File: config.mk
export PLATFORM = sky130hd
export DESIGN_NAME = redmule_streamer_flat
export DESIGN_NICKNAME = d
export VERILOG_FILES = /design/src/hw/redmule_pkg.sv /design/src/hw/redmule_stream_if.sv /design/src/hw/redmule_streamer.sv /design/src/flat_wrapper.sv
export VERILOG_INCLUDE_DIRS = /design/src /design/src/hw
export SDC_FILE = /design/constraint.sdc
export NUM_CORES = 1
export LEC_CHECK = 0
export CAP_MARGIN = 20
export CORE_AREA = 2 2 188 190
export CTS_CLUSTER_DIAMETER = 30
export DETAILED_ROUTE_END_ITERATION = 12
export DIE_AREA = 0 0 190 192
export DONT_BUFFER_PORTS = 1
export GPL_ROUTABILITY_DRIVEN = 0
export PLACE_DENSITY = 0.36
export SLEW_MARGIN = 5
export SYNTH_ARGS = -nofsm -noshare
export SYNTH_HDL_FRONTEND = slang
export SYNTH_SLANG_ARGS = --single-unit
File: constraint.sdc
create_clock -name clk_i -period 22 [get_ports clk_i]
set_clock_uncertainty 0.15 [all_clocks]
set_input_delay 4.4 -clock clk_i [delete_from_list [all_inputs] [get_ports clk_i]]
set_output_delay 4.4 -clock clk_i [all_outputs]
set_load 0.05 [all_outputs]
File: src/hw/redmule_params.svh
`ifndef REDMULE_PARAMS_SVH
`define REDMULE_PARAMS_SVH

// Element and array geometry
`define REDMULE_ELEM_W 16
`define REDMULE_ARRAY_W 4
`define REDMULE_ARRAY_H 4

// Memory master port, one word holds four elements
`define REDMULE_MEM_DW 64
`define REDMULE_MEM_AW 32

// Width of the inner dimension register
`define REDMULE_SIZE_W 16

// Register slave port
`define REDMULE_PERIPH_AW 8
`define REDMULE_PERIPH_DW 32

`endif

File: src/hw/redmule_pkg.sv
`include "redmule_params.svh"

package redmule_pkg;

  // Byte offsets of the register slave
  typedef enum logic [`REDMULE_PERIPH_AW-1:0] {
    REG_X_ADDR  = 8'h00,
    REG_W_ADDR  = 8'h04,
    REG_Z_ADDR  = 8'h08,
    REG_N_SIZE  = 8'h0C,
    REG_TRIGGER = 8'h10,
    REG_STATUS  = 8'h14
  } redmule_reg_e;

  // Job descriptor captured at trigger
  typedef struct packed {
    logic [`REDMULE_MEM_AW-1:0] x_addr;
    logic [`REDMULE_MEM_AW-1:0] w_addr;
    logic [`REDMULE_MEM_AW-1:0] z_addr;
    logic [`REDMULE_SIZE_W-1:0] n_size;
  } redmule_job_t;

  typedef enum logic {
    CTRL_IDLE,
    CTRL_RUN
  } ctrl_state_e;

  typedef enum logic [2:0] {
    ST_IDLE,
    ST_READ_X,
    ST_WAIT_X,
    ST_READ_W,
    ST_WAIT_W,
    ST_PUSH,
    ST_STORE,
    ST_DONE
  } streamer_state_e;

endpackage

File: src/hw/redmule_stream_if.sv
`include "redmule_params.svh"

// One memory word per transfer, taken when valid and ready are both high
interface redmule_stream_if;

  logic                       valid;
  logic                       ready;
  logic [`REDMULE_MEM_DW-1:0] data;
  logic                       last;

  modport source (
    output valid, data, last,
    input  ready
  );

  modport sink (
    input  valid, data, last,
    output ready
  );

endinterface

File: src/hw/redmule_streamer.sv
`include "redmule_params.svh"

module redmule_streamer (
  input  logic                       clk_i,
  input  logic                       arst_n_i,
  input  logic                       start_i,
  input  redmule_pkg::redmule_job_t  job_i,
  output logic                       done_o,
  redmule_stream_if.source           x_o,
  redmule_stream_if.source           w_o,
  redmule_stream_if.sink             z_i,
  output logic                       mem_req_o,
  output logic                       mem_we_o,
  output logic [`REDMULE_MEM_AW-1:0] mem_addr_o,
  output logic [`REDMULE_MEM_DW-1:0] mem_wdata_o,
  input  logic                       mem_gnt_i,
  input  logic                       mem_rvalid_i,
  input  logic [`REDMULE_MEM_DW-1:0] mem_rdata_i
);

  localparam int unsigned ROW_W = $clog2(`REDMULE_ARRAY_W);
  localparam logic [`REDMULE_MEM_AW-1:0] STRIDE = `REDMULE_MEM_DW / 8;

  redmule_pkg::streamer_state_e state_q, state_d;
  logic [`REDMULE_SIZE_W-1:0]   step_q, last_idx;
  logic [ROW_W-1:0]             row_q;
  logic [`REDMULE_MEM_DW-1:0]   x_data_q, w_data_q;
  logic [`REDMULE_MEM_AW-1:0]   step_off, row_off;
  logic                         last_step, pair_take, z_take;

  // N of zero runs a single step
  assign last_idx  = (job_i.n_size == '0) ? '0 : job_i.n_size - `REDMULE_SIZE_W'(1);
  assign last_step = (step_q == last_idx);
  assign step_off  = `REDMULE_MEM_AW'(step_q) * STRIDE;
  assign row_off   = `REDMULE_MEM_AW'(row_q) * STRIDE;

  // Both operands are offered together
  assign x_o.valid = (state_q == redmule_pkg::ST_PUSH);
  assign w_o.valid = (state_q == redmule_pkg::ST_PUSH);
  assign x_o.data  = x_data_q;
  assign w_o.data  = w_data_q;
  assign x_o.last  = last_step;
  assign w_o.last  = last_step;
  assign pair_take = x_o.valid && x_o.ready && w_o.ready;
  assign z_take    = (state_q == redmule_pkg::ST_STORE) && z_i.valid && mem_gnt_i;

  always_comb begin
    state_d     = state_q;
    mem_req_o   = 1'b0;
    mem_we_o    = 1'b0;
    mem_addr_o  = '0;
    mem_wdata_o = '0;
    z_i.ready   = 1'b0;
    done_o      = 1'b0;
    case (state_q)
      redmule_pkg::ST_IDLE:   if (start_i) state_d = redmule_pkg::ST_READ_X;
      redmule_pkg::ST_READ_X: begin
        mem_req_o  = 1'b1;
        mem_addr_o = job_i.x_addr + step_off;
        if (mem_gnt_i) state_d = redmule_pkg::ST_WAIT_X;
      end
      redmule_pkg::ST_WAIT_X: if (mem_rvalid_i) state_d = redmule_pkg::ST_READ_W;
      redmule_pkg::ST_READ_W: begin
        mem_req_o  = 1'b1;
        mem_addr_o = job_i.w_addr + step_off;
        if (mem_gnt_i) state_d = redmule_pkg::ST_WAIT_W;
      end
      redmule_pkg::ST_WAIT_W: if (mem_rvalid_i) state_d = redmule_pkg::ST_PUSH;
      redmule_pkg::ST_PUSH: begin
        if (pair_take) state_d = last_step ? redmule_pkg::ST_STORE : redmule_pkg::ST_READ_X;
      end
      redmule_pkg::ST_STORE: begin
        // Row is popped from the engine only on the memory grant
        mem_req_o   = z_i.valid;
        mem_we_o    = 1'b1;
        mem_addr_o  = job_i.z_addr + row_off;
        mem_wdata_o = z_i.data;
        z_i.ready   = mem_gnt_i;
        if (z_take && z_i.last) state_d = redmule_pkg::ST_DONE;
      end
      redmule_pkg::ST_DONE: begin
        done_o  = 1'b1;
        state_d = redmule_pkg::ST_IDLE;
      end
      default: state_d = redmule_pkg::ST_IDLE;
    endcase
  end

  always_ff @(posedge clk_i or negedge arst_n_i) begin
    if (!arst_n_i) begin
      state_q <= redmule_pkg::ST_IDLE;
      step_q  <= '0;
      row_q   <= '0;
    end else begin
      state_q <= state_d;
      if (start_i && state_q == redmule_pkg::ST_IDLE) begin
        step_q <= '0;
        row_q  <= '0;
      end else begin
        if (pair_take && !last_step) step_q <= step_q + `REDMULE_SIZE_W'(1);
        if (z_take) row_q <= row_q + ROW_W'(1);
      end
    end
  end

  always_ff @(posedge clk_i) begin
    if (state_q == redmule_pkg::ST_WAIT_X && mem_rvalid_i) x_data_q <= mem_rdata_i;
    if (state_q == redmule_pkg::ST_WAIT_W && mem_rvalid_i) w_data_q <= mem_rdata_i;
  end

endmodule

File: src/flat_wrapper.sv
// flat-port wrapper written by rule: the top's interface ports become plain ports
module redmule_streamer_flat 
  (clk_i, arst_n_i, start_i, job_i, done_o, mem_req_o, mem_we_o, mem_addr_o, mem_wdata_o, mem_gnt_i, mem_rvalid_i, mem_rdata_i, x_o_valid, x_o_data, x_o_last, x_o_ready, w_o_valid, w_o_data, w_o_last, w_o_ready, z_i_valid, z_i_data, z_i_last, z_i_ready);
  redmule_stream_if x_o_i ();
  redmule_stream_if w_o_i ();
  redmule_stream_if z_i_i ();
  input  logic clk_i;
  input  logic arst_n_i;
  input  logic start_i;
  input  redmule_pkg::redmule_job_t job_i;
  output logic done_o;
  output logic mem_req_o;
  output logic mem_we_o;
  output logic [`REDMULE_MEM_AW-1:0] mem_addr_o;
  output logic [`REDMULE_MEM_DW-1:0] mem_wdata_o;
  input  logic mem_gnt_i;
  input  logic mem_rvalid_i;
  input  logic [`REDMULE_MEM_DW-1:0] mem_rdata_i;
  output wire logic [$bits(x_o_i.valid)-1:0] x_o_valid;
  output wire logic [$bits(x_o_i.data)-1:0] x_o_data;
  output wire logic [$bits(x_o_i.last)-1:0] x_o_last;
  input wire logic [$bits(x_o_i.ready)-1:0] x_o_ready;
  output wire logic [$bits(w_o_i.valid)-1:0] w_o_valid;
  output wire logic [$bits(w_o_i.data)-1:0] w_o_data;
  output wire logic [$bits(w_o_i.last)-1:0] w_o_last;
  input wire logic [$bits(w_o_i.ready)-1:0] w_o_ready;
  input wire logic [$bits(z_i_i.valid)-1:0] z_i_valid;
  input wire logic [$bits(z_i_i.data)-1:0] z_i_data;
  input wire logic [$bits(z_i_i.last)-1:0] z_i_last;
  output wire logic [$bits(z_i_i.ready)-1:0] z_i_ready;
  assign x_o_valid = x_o_i.valid;
  assign x_o_data = x_o_i.data;
  assign x_o_last = x_o_i.last;
  assign x_o_i.ready = x_o_ready;
  assign w_o_valid = w_o_i.valid;
  assign w_o_data = w_o_i.data;
  assign w_o_last = w_o_i.last;
  assign w_o_i.ready = w_o_ready;
  assign z_i_i.valid = z_i_valid;
  assign z_i_i.data = z_i_data;
  assign z_i_i.last = z_i_last;
  assign z_i_ready = z_i_i.ready;
  redmule_streamer u_core (.clk_i(clk_i), .arst_n_i(arst_n_i), .start_i(start_i), .job_i(job_i), .done_o(done_o), .x_o(x_o_i), .w_o(w_o_i), .z_i(z_i_i), .mem_req_o(mem_req_o), .mem_we_o(mem_we_o), .mem_addr_o(mem_addr_o), .mem_wdata_o(mem_wdata_o), .mem_gnt_i(mem_gnt_i), .mem_rvalid_i(mem_rvalid_i), .mem_rdata_i(mem_rdata_i));
endmodule
==> summary.md <==
| Metric | Value |
|---|---|
| Status | `complete, no violations` |
| CTS tree | `yes` |
| Dpl hpwl | `24300 um` |
| CTS Hold Bufs | `0` |
| Nets | `1049` |
| 1st-pass router iterations | `5` |
| Grt ovf | `0` |
| Initial Utilization | `25.2%` |
| Top delay family on crit path | `compound AO/OA/AOI/OAI gates` |
| Multi-input gate area | `between 4000 and 5000 um2` |
| Placed Area | `9130 um2` |
| Clock Latency Late Sink | `0.42 ns` |
| VDD IR-drop max | `43.5 uV` |
| Final slew viol count | `0` |
| Total track usage | `15.6%` |
| Via density | `5.25` |
| Syn_nets | `1066` |
| Most frequent cell after synthesis | `edfxtp_1` |
| Critical Path RT | `roughly 17 ns` |
| Peak Freq | `0.0790 GHz` |
| FILL cells | `3511` |
| Die height | `192 um` |
| Total number of vias | `6579` |
| Starting DRC count in detailed routing | `454` |
| H-tree level count | `4` |
| Crit. path cell count | `12` |
| Max Cap Viol | `0` |
| Clock slew seen by the registers of the worst setup and hold paths | `approximately 0.080 ns` |
| Worst path arrival time | `8.11 ns` |
| Die Wd | `190 um` |
| RSZ-0062 raised after global routing | `false` |
| FF+latch count, synth | `149` |
| Post-CTS sizing | `0` |
| PwrDens | `113 nW/um2` |
| Hold Vio Cnt, Final | `0` |
| Slew of the pin with the lowest slew margin | `1.20 ns` |
| FF-to-FF path depth | `7` |
| Crit end category | `output pin` |
| Port Buf Inserts | `0` |
| Post-synth EDFFs | `128` |
| R2r setup slk | `18.59 ns` |
| Synth top cells by count | `128 x edfxtp_1, 70 x and2_1, 55 x nand2_1` |
| CTS Buf Count | `17` |
| Clk sink count | `around 150` |
| Register area | `4370 um2` |
| Relative slew slack | `between 20% and 30%` |
| Setup violators final | `0` |
| Clock Path Buffers | `2` |
| WL/cell | `24.2 um` |
| Synth Cell Area | `just under 9000 um2` |
| Crit path cell chain | `mux2_2 -> ha_1 -> inv_1 -> fa_1 -> nor2b_1 -> o31a_1 -> o211ai_1 -> a31oi_1 -> o311ai_0 -> a21oi_1 -> xor2_1 -> o22ai_1` |
| Die footprint | `between 30000 and 40000 um2` |
| Worst r2r src | `u_core.state_q[1]$_DFFE_PN0P_` |
| Post-layout minimum cycle time | `12.66 ns` |
| Post-Syn Instances | `~800` |
| Synth area leader | `edfxtp_1` |
| Setup repair bufs after CTS | `0` |
| Finished Cell Area | `9720 um2` |
| FP Rows | `slightly below 70` |
| Top-area cell type share of the netlist area | `between 40% and 50%` |
| I/O pins | `about 480` |
| Asr flop ratio synth | `~14%` |
| Largest stage delay, worst path | `0.90 ns` |
| Global-route wire length before repair | `42100 um` |
| WS Path Type | `in -> out` |
| Period utilisation layout | `57.5%` |
| Initial antenna violation count | `10` |
| Hold crit path type | `reg -> reg` |
| Worst r2r dst | `u_core.row_q[1]$_DFFE_PN0P_` |
| Register area share after synthesis | `between 50 and 60%` |
| Slowest cell on crit path | `o311ai_0` |
| Pleak | `3.43 nW` |
| Synth Flop Type | `edfxtp_1` |
| Setup crit start kind | `input port` |
| CORE AREA | `34300 um2` |
| Post-Syn Area per Cell | `about 11 um2` |
| Final WL | `between 30000 and 40000 um` |
| Synth top area cells | `edfxtp_1 44%, dfrtp_1 6.1%, and2_1 5.1%` |
| Buf/Inv on CP | `1` |
| Layout cells sized above 1 | `9.86%` |
| Critical Path Sink | `mem_addr_o[25]` |
| Yosys warns | `0` |
| Netlist cell types | `65` |
| Critical path startpoint | `job_i[83]` |
| Vias in the first global route | `6464` |
| Area Growth Syn to Fin | `12.4%` |
| Root buf cell | `clkbuf_16` |
| Largest net degree at the start of global routing | `72` |
| Final antenna-violating net count | `0` |
| Worst-path fanout max | `5` |
| Setup tns final | `0 ns` |
| Residual DRC | `0` |
[area by class of cell]
type,count,area share [%]
tap,455,5.86
clock inverter,14,1.45
inverter,18,0.695
multi-input combinational,584,41.9
antenna,6,0.154
clock buffer,18,4.42
sequential,149,45.0
timing repair buffer,8,0.618
[worst min-delay path: cells and delay by family (launching register included)]
| family | cells | cell delay [ns] |
|---|---|---|
| XOR/XNOR | 1 | 0.09 |
| AND/OR/NAND/NOR | 1 | 0.07 |
| flip-flops | 1 | 0.42 |
[worst min-delay path by stage]
stage	from	to	slack, ns	cells past startpoint
after floorplan	u_core.row_q[0]$_DFFE_PN0P_	u_core.row_q[0]$_DFFE_PN0P_	0.38	2
after global placement	u_core.row_q[0]$_DFFE_PN0P_	u_core.row_q[0]$_DFFE_PN0P_	0.44	2
after detailed placement	u_core.row_q[0]$_DFFE_PN0P_	u_core.row_q[0]$_DFFE_PN0P_	0.44	2
after CTS	u_core.row_q[0]$_DFFE_PN0P_	u_core.row_q[0]$_DFFE_PN0P_	0.46	2
after global routing	u_core.row_q[0]$_DFFE_PN0P_	u_core.row_q[0]$_DFFE_PN0P_	0.49	2
final	u_core.row_q[0]$_DFFE_PN0P_	u_core.row_q[0]$_DFFE_PN0P_	0.46	2
[flip-flops by register name (all words and copies together), names as in the netlist]
name,flops
u_core.w_o.data,64
u_core.x_o.data,64
u_core.step_q,16
u_core.state_q,3
u_core.row_q,2
[cells by family (layout without fill, tap and decap cells)]
kind of cell               after synthesis  after routing  share of synthesized area, %
and+or+nand+nor                        311            311                          20.0
xor gates and xnor gates                62             62                          6.28
muxes                                   42             42                          5.12
adders and majority gates               22             22                          3.36
other                                    0              6                             0
buffers and inverters                   62             58                          2.99
AOI/OAI and AO/OA                      147            147                          11.7
DFF                                    149            149                          50.5
[metrics by stage]
step                total power [W]  util (%)  worst slack [ns]  std cells  hold WS, ns
floorplan                  0.000752         -              9.97        795        0.379
global placement           0.000815      26.6              9.41       1212        0.436
detailed placement         0.000818      26.6              9.32       1213        0.443
CTS                         0.00111      28.3              9.33       1245        0.458
global route                0.00114      28.3              9.09       1252        0.485
finish                      0.00110      28.3              9.34       1252        0.462
[report_power, final]
part,leakage (nW),switching (W),internal [W]
logic,1.71,0.000281,0.0000799
registers,1.45,0.000103,0.000346
clock network,0.272,0.000127,0.000159
[layer usage]
layer | GRT usage (%) | up-vias | share of wire [%]
met3 | 4.22 | 40 | 7.5
met1 | 16.2 | 3215 | 36
met2 | 29.7 | 379 | 54
met5 | 0 | - | 0
li1 | - | 2945 | -
met4 | 5.58 | 0 | 2.0
[cell usage in the layout, fill, tap and decap left out, drive strengths merged, types with 6 or more instances in the layout]
| master | instances |
|---|---|
| ha | 20 |
| o21ai | 24 |
| nand2 | 55 |
| nand3 | 25 |
| xnor2 | 30 |
| or3 | 8 |
| nor4 | 6 |
| mux2i | 24 |
| buf | 8 |
| a211oi | 9 |
| nor2b | 9 |
| o22ai | 24 |
| nor2 | 40 |
| and2 | 70 |
| clkbuf | 18 |
| and3 | 14 |
| nand4 | 14 |
| xor2 | 32 |
| nor3b | 6 |
| edfxtp | 128 |
| nand2b | 18 |
| or4 | 9 |
| nor3 | 14 |
| a31oi | 8 |
| dfrtp | 21 |
| inv | 24 |
| diode | 6 |
| a21oi | 21 |
| o211ai | 10 |
| mux2 | 18 |
| and4 | 7 |
(Power assumes the default switching activity.)
