`src/hw/redmule_params.svh`:
```
`ifndef REDMULE_PARAMS_SVH
`define REDMULE_PARAMS_SVH

// Element and array geometry
`define REDMULE_ELEM_W 16
`define REDMULE_ARRAY_W 4
`define REDMULE_ARRAY_H 4

// Memory master port, one word holds four elements
`define REDMULE_MEM_DW 64
`define REDMULE_MEM_AW 32

// Width of the inner dimension register
`define REDMULE_SIZE_W 16

// Register slave port
`define REDMULE_PERIPH_AW 8
`define REDMULE_PERIPH_DW 32

`endif

```
`src/hw/redmule_pkg.sv`:
```
`include "redmule_params.svh"

package redmule_pkg;

  // Byte offsets of the register slave
  typedef enum logic [`REDMULE_PERIPH_AW-1:0] {
    REG_X_ADDR  = 8'h00,
    REG_W_ADDR  = 8'h04,
    REG_Z_ADDR  = 8'h08,
    REG_N_SIZE  = 8'h0C,
    REG_TRIGGER = 8'h10,
    REG_STATUS  = 8'h14
  } redmule_reg_e;

  // Job descriptor captured at trigger
  typedef struct packed {
    logic [`REDMULE_MEM_AW-1:0] x_addr;
    logic [`REDMULE_MEM_AW-1:0] w_addr;
    logic [`REDMULE_MEM_AW-1:0] z_addr;
    logic [`REDMULE_SIZE_W-1:0] n_size;
  } redmule_job_t;

  typedef enum logic {
    CTRL_IDLE,
    CTRL_RUN
  } ctrl_state_e;

  typedef enum logic [2:0] {
    ST_IDLE,
    ST_READ_X,
    ST_WAIT_X,
    ST_READ_W,
    ST_WAIT_W,
    ST_PUSH,
    ST_STORE,
    ST_DONE
  } streamer_state_e;

endpackage

```
`src/hw/redmule_ctrl.sv`:
```
`include "redmule_params.svh"

module redmule_ctrl (
  input  logic                          clk_i,
  input  logic                          arst_n_i,
  input  logic                          periph_req_i,
  input  logic                          periph_wen_i,
  input  logic [`REDMULE_PERIPH_AW-1:0] periph_add_i,
  input  logic [`REDMULE_PERIPH_DW-1:0] periph_data_i,
  output logic                          periph_gnt_o,
  output logic [`REDMULE_PERIPH_DW-1:0] periph_r_data_o,
  output logic                          periph_r_valid_o,
  input  logic                          done_i,
  output logic                          start_o,
  output redmule_pkg::redmule_job_t     job_o,
  output logic                          busy_o,
  output logic                          evt_o
);

  redmule_pkg::ctrl_state_e      state_q;
  redmule_pkg::redmule_reg_e     reg_sel;
  logic [`REDMULE_MEM_AW-1:0]    x_addr_q, w_addr_q, z_addr_q;
  logic [`REDMULE_SIZE_W-1:0]    n_size_q;
  logic [`REDMULE_PERIPH_DW-1:0] r_data_d;
  logic                          wr_en, rd_en;

  // Every request is granted at once
  assign periph_gnt_o = periph_req_i;
  assign wr_en        = periph_req_i && !periph_wen_i;
  assign rd_en        = periph_req_i && periph_wen_i;
  assign reg_sel      = redmule_pkg::redmule_reg_e'(periph_add_i);

  assign busy_o  = (state_q == redmule_pkg::CTRL_RUN);
  assign start_o = wr_en && (reg_sel == redmule_pkg::REG_TRIGGER) && !busy_o;

  always_comb begin
    case (reg_sel)
      redmule_pkg::REG_X_ADDR: r_data_d = x_addr_q;
      redmule_pkg::REG_W_ADDR: r_data_d = w_addr_q;
      redmule_pkg::REG_Z_ADDR: r_data_d = z_addr_q;
      redmule_pkg::REG_N_SIZE: r_data_d = `REDMULE_PERIPH_DW'(n_size_q);
      redmule_pkg::REG_STATUS: r_data_d = `REDMULE_PERIPH_DW'(busy_o);
      default:                 r_data_d = '0;
    endcase
  end

  always_ff @(posedge clk_i or negedge arst_n_i) begin
    if (!arst_n_i) begin
      state_q          <= redmule_pkg::CTRL_IDLE;
      evt_o            <= 1'b0;
      periph_r_valid_o <= 1'b0;
      x_addr_q         <= '0;
      w_addr_q         <= '0;
      z_addr_q         <= '0;
      n_size_q         <= '0;
    end else begin
      periph_r_valid_o <= rd_en;
      evt_o            <= 1'b0;
      if (wr_en) begin
        case (reg_sel)
          redmule_pkg::REG_X_ADDR: x_addr_q <= periph_data_i[`REDMULE_MEM_AW-1:0];
          redmule_pkg::REG_W_ADDR: w_addr_q <= periph_data_i[`REDMULE_MEM_AW-1:0];
          redmule_pkg::REG_Z_ADDR: z_addr_q <= periph_data_i[`REDMULE_MEM_AW-1:0];
          redmule_pkg::REG_N_SIZE: n_size_q <= periph_data_i[`REDMULE_SIZE_W-1:0];
          default: ;
        endcase
      end
      if (start_o) begin
        state_q <= redmule_pkg::CTRL_RUN;
      end else if (busy_o && done_i) begin
        // Event goes out together with the falling busy
        state_q <= redmule_pkg::CTRL_IDLE;
        evt_o   <= 1'b1;
      end
    end
  end

  // Read data and job snapshot
  always_ff @(posedge clk_i) begin
    if (rd_en) begin
      periph_r_data_o <= r_data_d;
    end
    if (start_o) begin
      job_o <= '{x_addr: x_addr_q, w_addr: w_addr_q, z_addr: z_addr_q, n_size: n_size_q};
    end
  end

endmodule

```
`config.mk`:
```
export PLATFORM = sky130hd
export DESIGN_NAME = redmule_ctrl
export DESIGN_NICKNAME = d
export VERILOG_FILES = /design/src/hw/redmule_pkg.sv /design/src/hw/redmule_ctrl.sv
export VERILOG_INCLUDE_DIRS = /design/src /design/src/hw
export SDC_FILE = /design/constraint.sdc
export NUM_CORES = 1
export LEC_CHECK = 0
export BUFFER_PORTS_ARGS = -buffer_cell sky130_fd_sc_hd__buf_2
export CAP_MARGIN = 20
export CORE_UTILIZATION = 55
export CTS_BUF_LIST = sky130_fd_sc_hd__clkbuf_16
export DETAILED_ROUTE_END_ITERATION = 6
export PLACE_DENSITY = 0.83
export SLEW_MARGIN = 20
export SYNTH_ARGS = -nofsm -noshare
export SYNTH_HDL_FRONTEND = slang
export SYNTH_SLANG_ARGS = --single-unit
```
`constraint.sdc`:
```
create_clock -name clk_i -period 23.2 [get_ports clk_i]
set_input_delay 4.64 -clock clk_i [delete_from_list [all_inputs] [get_ports clk_i]]
set_output_delay 4.64 -clock clk_i [all_outputs]
set_load 0.01 [all_outputs]
```
==> metrics, run 1 <==
status complete, no violations; final antenna-violating net count 0; vias 5501; drt drc 0; Critical Path End Type output pin; Max stage delay cell, worst path nor3b_1; post-CTS setup buffers 0; Overflow after GRT 0; Resized cells post-CTS 0; nature of the critical path startpoint input port; leading area contributor after synthesis edfxtp_1; share of cells above drive strength 1 49.8%; I/O Pins 194; final setup fails 0; Worst-Margin Slew 1.02 ns; largest net degree at the start of global routing 76; VDD IR max 0.0000570 V; Final period util 46.6%; Crit path top cell by count buf_2; fill count 1143; Site Rows 48; initial antenna violation count 2; mean post-synth cell area 18.3 um^2; area grow syn2layout 20.6%; data required time of the critical path 18.56 ns; drt pass-1 iters 5; Crit path arrival time 6.18 ns; via count of the first global-routing pass 5608; CTS root buffer clkbuf_16; Reg area 7200 um^2; Tot Pwr 907 uW; GP Congestion 0.787; critical path type input port to output pin; f_max 0.0925 GHz; Mapped Area 9760 um^2; distinct cell type count of the synthesized netlist 30; worst path bufs/invs 3; CTS Sinks 259; flops & latches, synth 259; H-tree depth 1; Routed WL per cell 21.9 um; Synthesis Warnings 0; Pwr Density 77.1 nW/um^2; relative slew slack 31.7%; setup slack at placement 12.36 ns; Initial Util 56.4%; final setup TNS 0 ns; first-pass GRT wire length 32.4 mm; core area 17300 um^2; CTS hold repair buffers 0; CTS tree done; post-synthesis sequential area ratio 73.8%; share of the synthesized area in the top cell type 44.3%; CP max FO 37; Die Height 135 um; Final Max Slew Viols 0; 1st-iter DRT viols 342; largest cells by area after synthesis edfxtp_1, dfrtp_1, mux2_2, mux2_4, mux2i_1; CTS max path bufs 3; Setup Skew 0.0157 ns; syn nets 577; GRT Total Usage 23.6%; max-capacitance violation count 0; Die Width 135 um; Pleak 0.00540 uW; final WL 21.4 mm; total CTS buffers 25; Clk Latency, worst-skew pair 0.51 ns; RSZ-0062 raised after global routing no; vias per inst 5.62; I/O Buffers 193; Min-Delay Path Class flip-flop to flip-flop; Hold Vio Cnt, Final 0; Die Footprint 18300 um^2; cell family with most CP delay simple AND/OR/NAND/NOR gates; multi-input logic area 2450 um^2; Detailed Place HPWL 13.3 mm; final setup margin 12.38 ns; Tmin final 10.82 ns; final net count 779; Post-Synthesis Cells 532; critical path cell sequence buf_2 > buf_4 > nor3b_1 > nor4bb_4 > buf_2; Clock Pin Slew Worst Setup and Hold Paths 0.06 ns; max incr delay on CP 0.50 ns
[kinds of logic (layout without fill, tap and decap cells)]
logic type / after synthesis / count (layout) / share of synthesized area [%]
DFF: 259 / 259 / 73.8
other: 0 / 1 / 0
muxes: 161 / 161 / 19.3
buffers and inverters: 28 / 249 / 1.53
AOI/OAI and AO/OA: 33 / 33 / 2.74
and+or+nand+nor: 51 / 51 / 2.65
[cell usage after synthesis]
master	instances
or3b_1	1
mux2i_1	33
nand3_1	2
o21a_1	1
nor4b_1	1
nor2_1	31
clkbuf_1	13
buf_1	4
or3_1	1
buf_2	5
edfxtp_1	144
mux2_4	30
nor4bb_1	1
and2_1	2
dfrtp_1	115
buf_6	4
nor4_1	1
nand2_1	1
nor3_2	2
o22a_1	15
mux2_2	98
nand3b_1	1
or3b_2	1
nor3_1	3
or4_4	1
a22oi_1	16
o32ai_1	1
nor3b_1	1
nand4_1	1
buf_4	2
[state kept, by name (all words and copies together), names as in the netlist]
register	flops
busy_o	1
evt_o	1
job_o	112
n_size_q	16
periph_r_data_o	32
periph_r_valid_o	1
w_addr_q	32
x_addr_q	32
z_addr_q	32
[path summary, 6_finish.rpt]
| kind | start | endpoint | slack (ns) | depth (start not counted) |
|---|---|---|---|---|
| setup / recovery | periph_add_i[2] | start_o | 12.38 | 5 |
| hold / removal | n_size_q[10] | job_o[10] | 0.46 | 0 |
| setup reg to reg | busy_o | job_o[31] | 20.61 | 3 |
| hold reg to reg | n_size_q[10] | job_o[10] | 0.46 | 0 |
| max in group asynchronous | arst_n_i | w_addr_q[23] | 17.70 | 2 |
| min in group asynchronous | arst_n_i | evt_o | 4.11 | 1 |
[metal layers]
metal / track usage (%) / vias to the layer above / wire, um / share of wire [%]
li1: - / 2426 / - / -
met1: 31.1 / 2831 / 8710 / 41
met4: 9.24 / 2 / 630 / 2.9
met3: 2.96 / 43 / 1050 / 4.9
met5: 0 / - / 13 / 0.061
met2: 40.2 / 199 / 11000 / 51
[where the power goes]
group	switching [uW]	internal (uW)	total [uW]
combinational	18.5	12.9	31.4
sequential	5.00	492	497
clock	161	218	379
[placed cells by master, fill, tap and decap left out, types with 2 or more instances in the layout]
cell	instances
edfxtp_1	144
or3b_2	2
clkinv_1	2
nor3_2	2
buf_4	10
mux2i_1	33
nor2_1	31
o22a_1	15
bufinv_16	2
dfrtp_1	115
mux2_2	98
a22oi_1	16
clkbuf_16	25
inv_1	10
mux2_4	30
buf_2	192
clkinv_2	6
nor3_1	2
[metrics by stage]
| stage | utilization [%] | std cells | hold WS, ns | area (um^2) |
|---|---|---|---|---|
| after floorplan | - | 532 | 0.436 | 9760 |
| after global placement | 63.4 | 931 | 0.448 | 11000 |
| after detailed placement | 63.6 | 932 | 0.455 | 11000 |
| after CTS | 68.0 | 978 | 0.466 | 11800 |
| after global routing | 68.0 | 979 | 0.477 | 11800 |
| final | 68.0 | 979 | 0.464 | 11800 |
[area by class of cell]
class	count	area share, %
Timing Repair Buffer	203	9.04
Sequential cell	259	61.2
Clock inverter	21	1.22
Tap cell	225	2.39
Antenna cell	1	0.0213
Clock buffer	25	5.32
Multi-Input combinational cell	245	20.8
Power figures use the tool's default switching activity.
==> run 2: changes to the inputs <==
CORE_UTILIZATION = 49   (was 55)
PLACE_DENSITY = 0.78   (was 0.83)
clock period = 9.2 ns   (was 23.2 ns; I/O delays follow)
==> run 2 against run 1 <==
Sequential power increased to 2.5 times the previous value. Final area rose by 1.4%. Sequential share of layout area down 0.86 points. Setup slack got worse by 8.9 ns. Power grew to 2.6 times the previous value. Global-route usage shrank 2.6 points. Clock-buffer cell count up 3. Clock skew decreased by 0.0069 ns. Largest power group unchanged. Critical endpoint unchanged. Combinational power increased to 2.5 times the previous value.
==> metrics, run 2 (synthesis gave the netlist of run 1 again) <==
status complete, no violations; via count of the first global-routing pass 5715; GRT Total Usage 21.1%; Tmin final 5.67 ns; Setup Skew 0.00885 ns; Final Max Slew Viols 0; Largest register FFs 112; final net count 779; Worst-Margin Slew 1.10 ns; I/O Pins 194; Largest Register job_o; final setup fails 0; VDD IR max 0.000119 V; Die Width 143 um; vias 5509; critical path type input port to output pin; Sw Share 20.1%; 1st-iter DRT viols 233; CTS tree done; largest net degree at the start of global routing 64; Crit path arrival time 3.83 ns; final antenna-violating net count 0; share of cells above drive strength 1 50.0%; I/O Buffers 193; Die Footprint 20500 um^2; CTS max path bufs 3; max-capacitance violation count 0; WHS 0.470 ns; drt drc 0; vias per inst 5.39; nature of the critical path startpoint input port; data required time of the critical path 7.36 ns; final WL 21.4 mm; setup slack, reg-to-reg 6.66 ns; core area 19500 um^2; initial antenna violation count 3; CTS root buffer clkbuf_16; Final period util 61.7%; Resized cells post-CTS 0; CTS hold repair buffers 0; H-tree depth 1; Tot Pwr 2390 uW; RSZ-0062 raised after global routing no; first-pass GRT wire length 32.3 mm; Die Height 143 um; Clk Latency, worst-skew pair 0.51 ns; Pwr Density 200 nW/um^2; final setup TNS 0 ns; f_max 0.176 GHz; relative slew slack 26.6%; GP Congestion 0.800; Initial Util 50.0%; post-CTS setup buffers 0; CTS Sinks 259; Min-Delay Path Class flip-flop to flip-flop; Psw 481 uW; Critical Path End Type output pin; Comb power frac 3.4%; CP max FO 51; most common cell after layout, fill and taps aside buf_2; Clk pwr share 44.1%; Site Rows 51; total CTS buffers 26; Pleak 0.00545 uW; Routed WL per cell 20.9 um; area grow syn2layout 22.3%; drt pass-1 iters 5; commonest non-fill, non-tap cells in the layout buf_2, edfxtp_1, dfrtp_1; Clock Pin Slew Worst Setup and Hold Paths 0.06 ns; Overflow after GRT 0; Hold Vio Cnt, Final 0; Reg power frac 52.5%; Int Power 1910 uW; Detailed Place HPWL 13.3 mm
[run 2: changes by cell type in the layout (fill, tap and decap cells not counted), sizes merged]
| cell | before | now |
|---|---|---|
| buf | 203 | 202 |
| bufinv | 2 | 3 |
| clkbuf | 25 | 28 |
| clkinv | 8 | 7 |
| clkinvlp | 0 | 1 |
| diode | 1 | 3 |
| inv | 11 | 9 |
[run 2: per-stage QoR]
step	util [%]	cell area, um^2	instances	setup WS, ns
6_report	61.1	11900	1022	3.53
5_1_grt	61.1	11900	1021	3.41
4_1_cts	61.0	11900	1018	3.18
3_5_place_dp	56.5	11000	970	3.22
3_3_place_gp	56.4	11000	969	3.31
2_1_floorplan	-	9780	532	1.23
[run 2: power by group through the flow]
stage               Combinational, uW  Clock [uW]  Sequential [uW]
floorplan                        36.6           0             1270
global placement                 76.5           0             1270
detailed placement               80.2           0             1280
CTS                              80.6        1070             1250
global route                     87.0        1110             1250
finish                           80.0        1050             1250
[run 2: worst paths after layout]
check / from / end / cells after the start
max in group asynchronous: arst_n_i / z_addr_q[19] / 2
max reg2reg: busy_o / job_o[63] / 3
min: z_addr_q[0] / job_o[16] / 0
min reg2reg: z_addr_q[0] / job_o[16] / 0
max: periph_add_i[2] / start_o / 5
min in group asynchronous: arst_n_i / z_addr_q[18] / 1
[run 2: per-layer routing]
layer  vias to the layer above  track usage (%)  routed length, um
li1                       2425                -                  -
met1                      2846             27.8               8910
met2                       185             35.1              10800
met3                        53             2.85               1040
met4                         0             8.94                666
met5                         -                0                  0
[run 2: cell type report]
cell class,count,area [um^2]
antenna,3,7.51
clock buffer,28,701
clock inverter,20,170
fill,1427,7590
multi-input combinational,245,2460
sequential,259,7200
tap,265,332
timing repair buffer,202,1070
[run 2: critical path, stage by stage]
cell,delay [ns]
buf_2,0.23
nor3b_1,0.53
nor4bb_4,0.37
buf_4,0.58
buf_2,0.25
==> run 3: changes to the inputs <==
clock period = 4.8 ns   (was 9.2 ns; I/O delays follow)
==> run 3 against run 2 <==
Sequential power is 92% higher. Register-to-register slack got worse by 3.7 ns. Worst hold slack improved by 0.0015 ns. Sequential cell count is the same. Cell count fell by 0.20%. First-iteration DRC count increased by 6.0%. Die area unchanged. Utilization decreased by 0.56 points. Clock skew grew 0.0019 ns. Combinational power increased by 90%.
==> metrics, run 3 (synthesis gave the netlist of run 1 again) <==
status complete, no violations; CTS hold repair buffers 0; Resized cells post-CTS 0; drt drc 0; final net count 777; CP max FO 20; area grow syn2layout 21.2%; drt pass-1 iters 5; WHS 0.472 ns; cell family with most CP delay simple AND/OR/NAND/NOR gates; Site Rows 51; Psw 900 uW; relative slew slack 32.3%; Pleak 0.00539 uW; Clk Latency, worst-skew pair 0.52 ns; Overflow after GRT 0; CTS root buffer clkbuf_16; Largest Register job_o; GRT Total Usage 21.0%; Largest register FFs 112; Die Height 143 um; Clk pwr share 41.2%; Final Max Slew Viols 0; RSZ-0062 raised after global routing no; VDD IR max 0.000225 V; 1st-iter DRT viols 247; most common cell after layout, fill and taps aside buf_2; Die Footprint 20500 um^2; largest net degree at the start of global routing 113; Routed WL per cell 20.7 um; Min-Delay Path Class flip-flop to flip-flop; Crit path top cell by count or3b_2; Clock Pin Slew Worst Setup and Hold Paths 0.06 ns; final WL 21.1 mm; final setup fails 0; Pwr Density 368 nW/um^2; Reg power frac 55.3%; final setup TNS 0 ns; Setup Skew 0.0108 ns; final core utilization 60.6%; data required time of the critical path 5.19 ns; critical path cell sequence buf_2 > or3b_2 > or3b_2 > buf_4 > mux2_4; share of cells above drive strength 1 49.9%; Final period util 69.2%; Sw Share 20.7%; Die Width 143 um; Worst-Margin Slew 1.02 ns; I/O Pins 194; Comb power frac 3.5%; core area 19500 um^2; post-CTS setup buffers 0; Crit path arrival time 3.72 ns; commonest non-fill, non-tap cells in the layout buf_2, edfxtp_1, dfrtp_1; vias per inst 5.35; f_max 0.301 GHz; Detailed Place HPWL 13.1 mm; H-tree depth 1; CTS max path bufs 3; GP Congestion 0.796; worst path bufs/invs 2; via count of the first global-routing pass 5745; Critical Path End Type flip-flop; vias 5461; CTS Sinks 259; Initial Util 50.0%; initial antenna violation count 3; max incr delay on CP 0.82 ns; Max stage delay cell, worst path or3b_2; final antenna-violating net count 0; Hold Vio Cnt, Final 0; CTS tree done; total CTS buffers 26; first-pass GRT wire length 32.4 mm; I/O Buffers 193; Int Power 3450 uW; max-capacitance violation count 0; critical path type input port to flip-flop; nature of the critical path startpoint input port; Tmin final 3.32 ns
run 3: worst paths after layout:
kind / startpoint / end / slack (ns) / cells past startpoint
max in group asynchronous: arst_n_i / z_addr_q[2] / 3.34 / 2
max reg2reg: busy_o / job_o[33] / 2.97 / 2
min reg2reg: n_size_q[15] / job_o[15] / 0.47 / 0
min: n_size_q[15] / job_o[15] / 0.47 / 0
min in group asynchronous: arst_n_i / w_addr_q[16] / 0.52 / 1
max: periph_add_i[3] / z_addr_q[19] / 1.48 / 5
run 3: per-layer routing:
layer | wire, um | up-vias | global-route usage (%)
met5 | 0 | - | 0
met4 | 658 | 0 | 8.66
met3 | 1160 | 47 | 3.35
met2 | 10600 | 191 | 35.5
met1 | 8710 | 2804 | 27.1
li1 | - | 2419 | -
run 3: power by group through the flow:
stage | Sequential (uW) | Combinational [uW] | Clock (uW)
floorplan | 2440 | 72.6 | 0
global placement | 2440 | 148 | 0
detailed placement | 2450 | 154 | 0
CTS | 2400 | 155 | 1830
global route | 2410 | 166 | 1910
finish | 2400 | 152 | 1790
run 3: final cells by class:
| class | instances | area [um^2] |
|---|---|---|
| clock buffer | 27 | 676 |
| clock inverter | 21 | 90.1 |
| sequential | 259 | 7200 |
| antenna | 3 | 7.51 |
| fill | 1493 | 7700 |
| timing repair buffer | 200 | 1040 |
| multi-input combinational | 245 | 2480 |
| tap | 265 | 332 |
run 3: metrics by stage:
step                area (um^2)  setup slack, ns  cells  total power (uW)
global placement          11000            0.950    969              2590
global route              11800             1.41   1019              4480
detailed placement        11000            0.940    969              2600
CTS                       11800             1.25   1017              4390
finish                    11800             1.48   1020              4350
floorplan                  9820            -1.29    532              2520
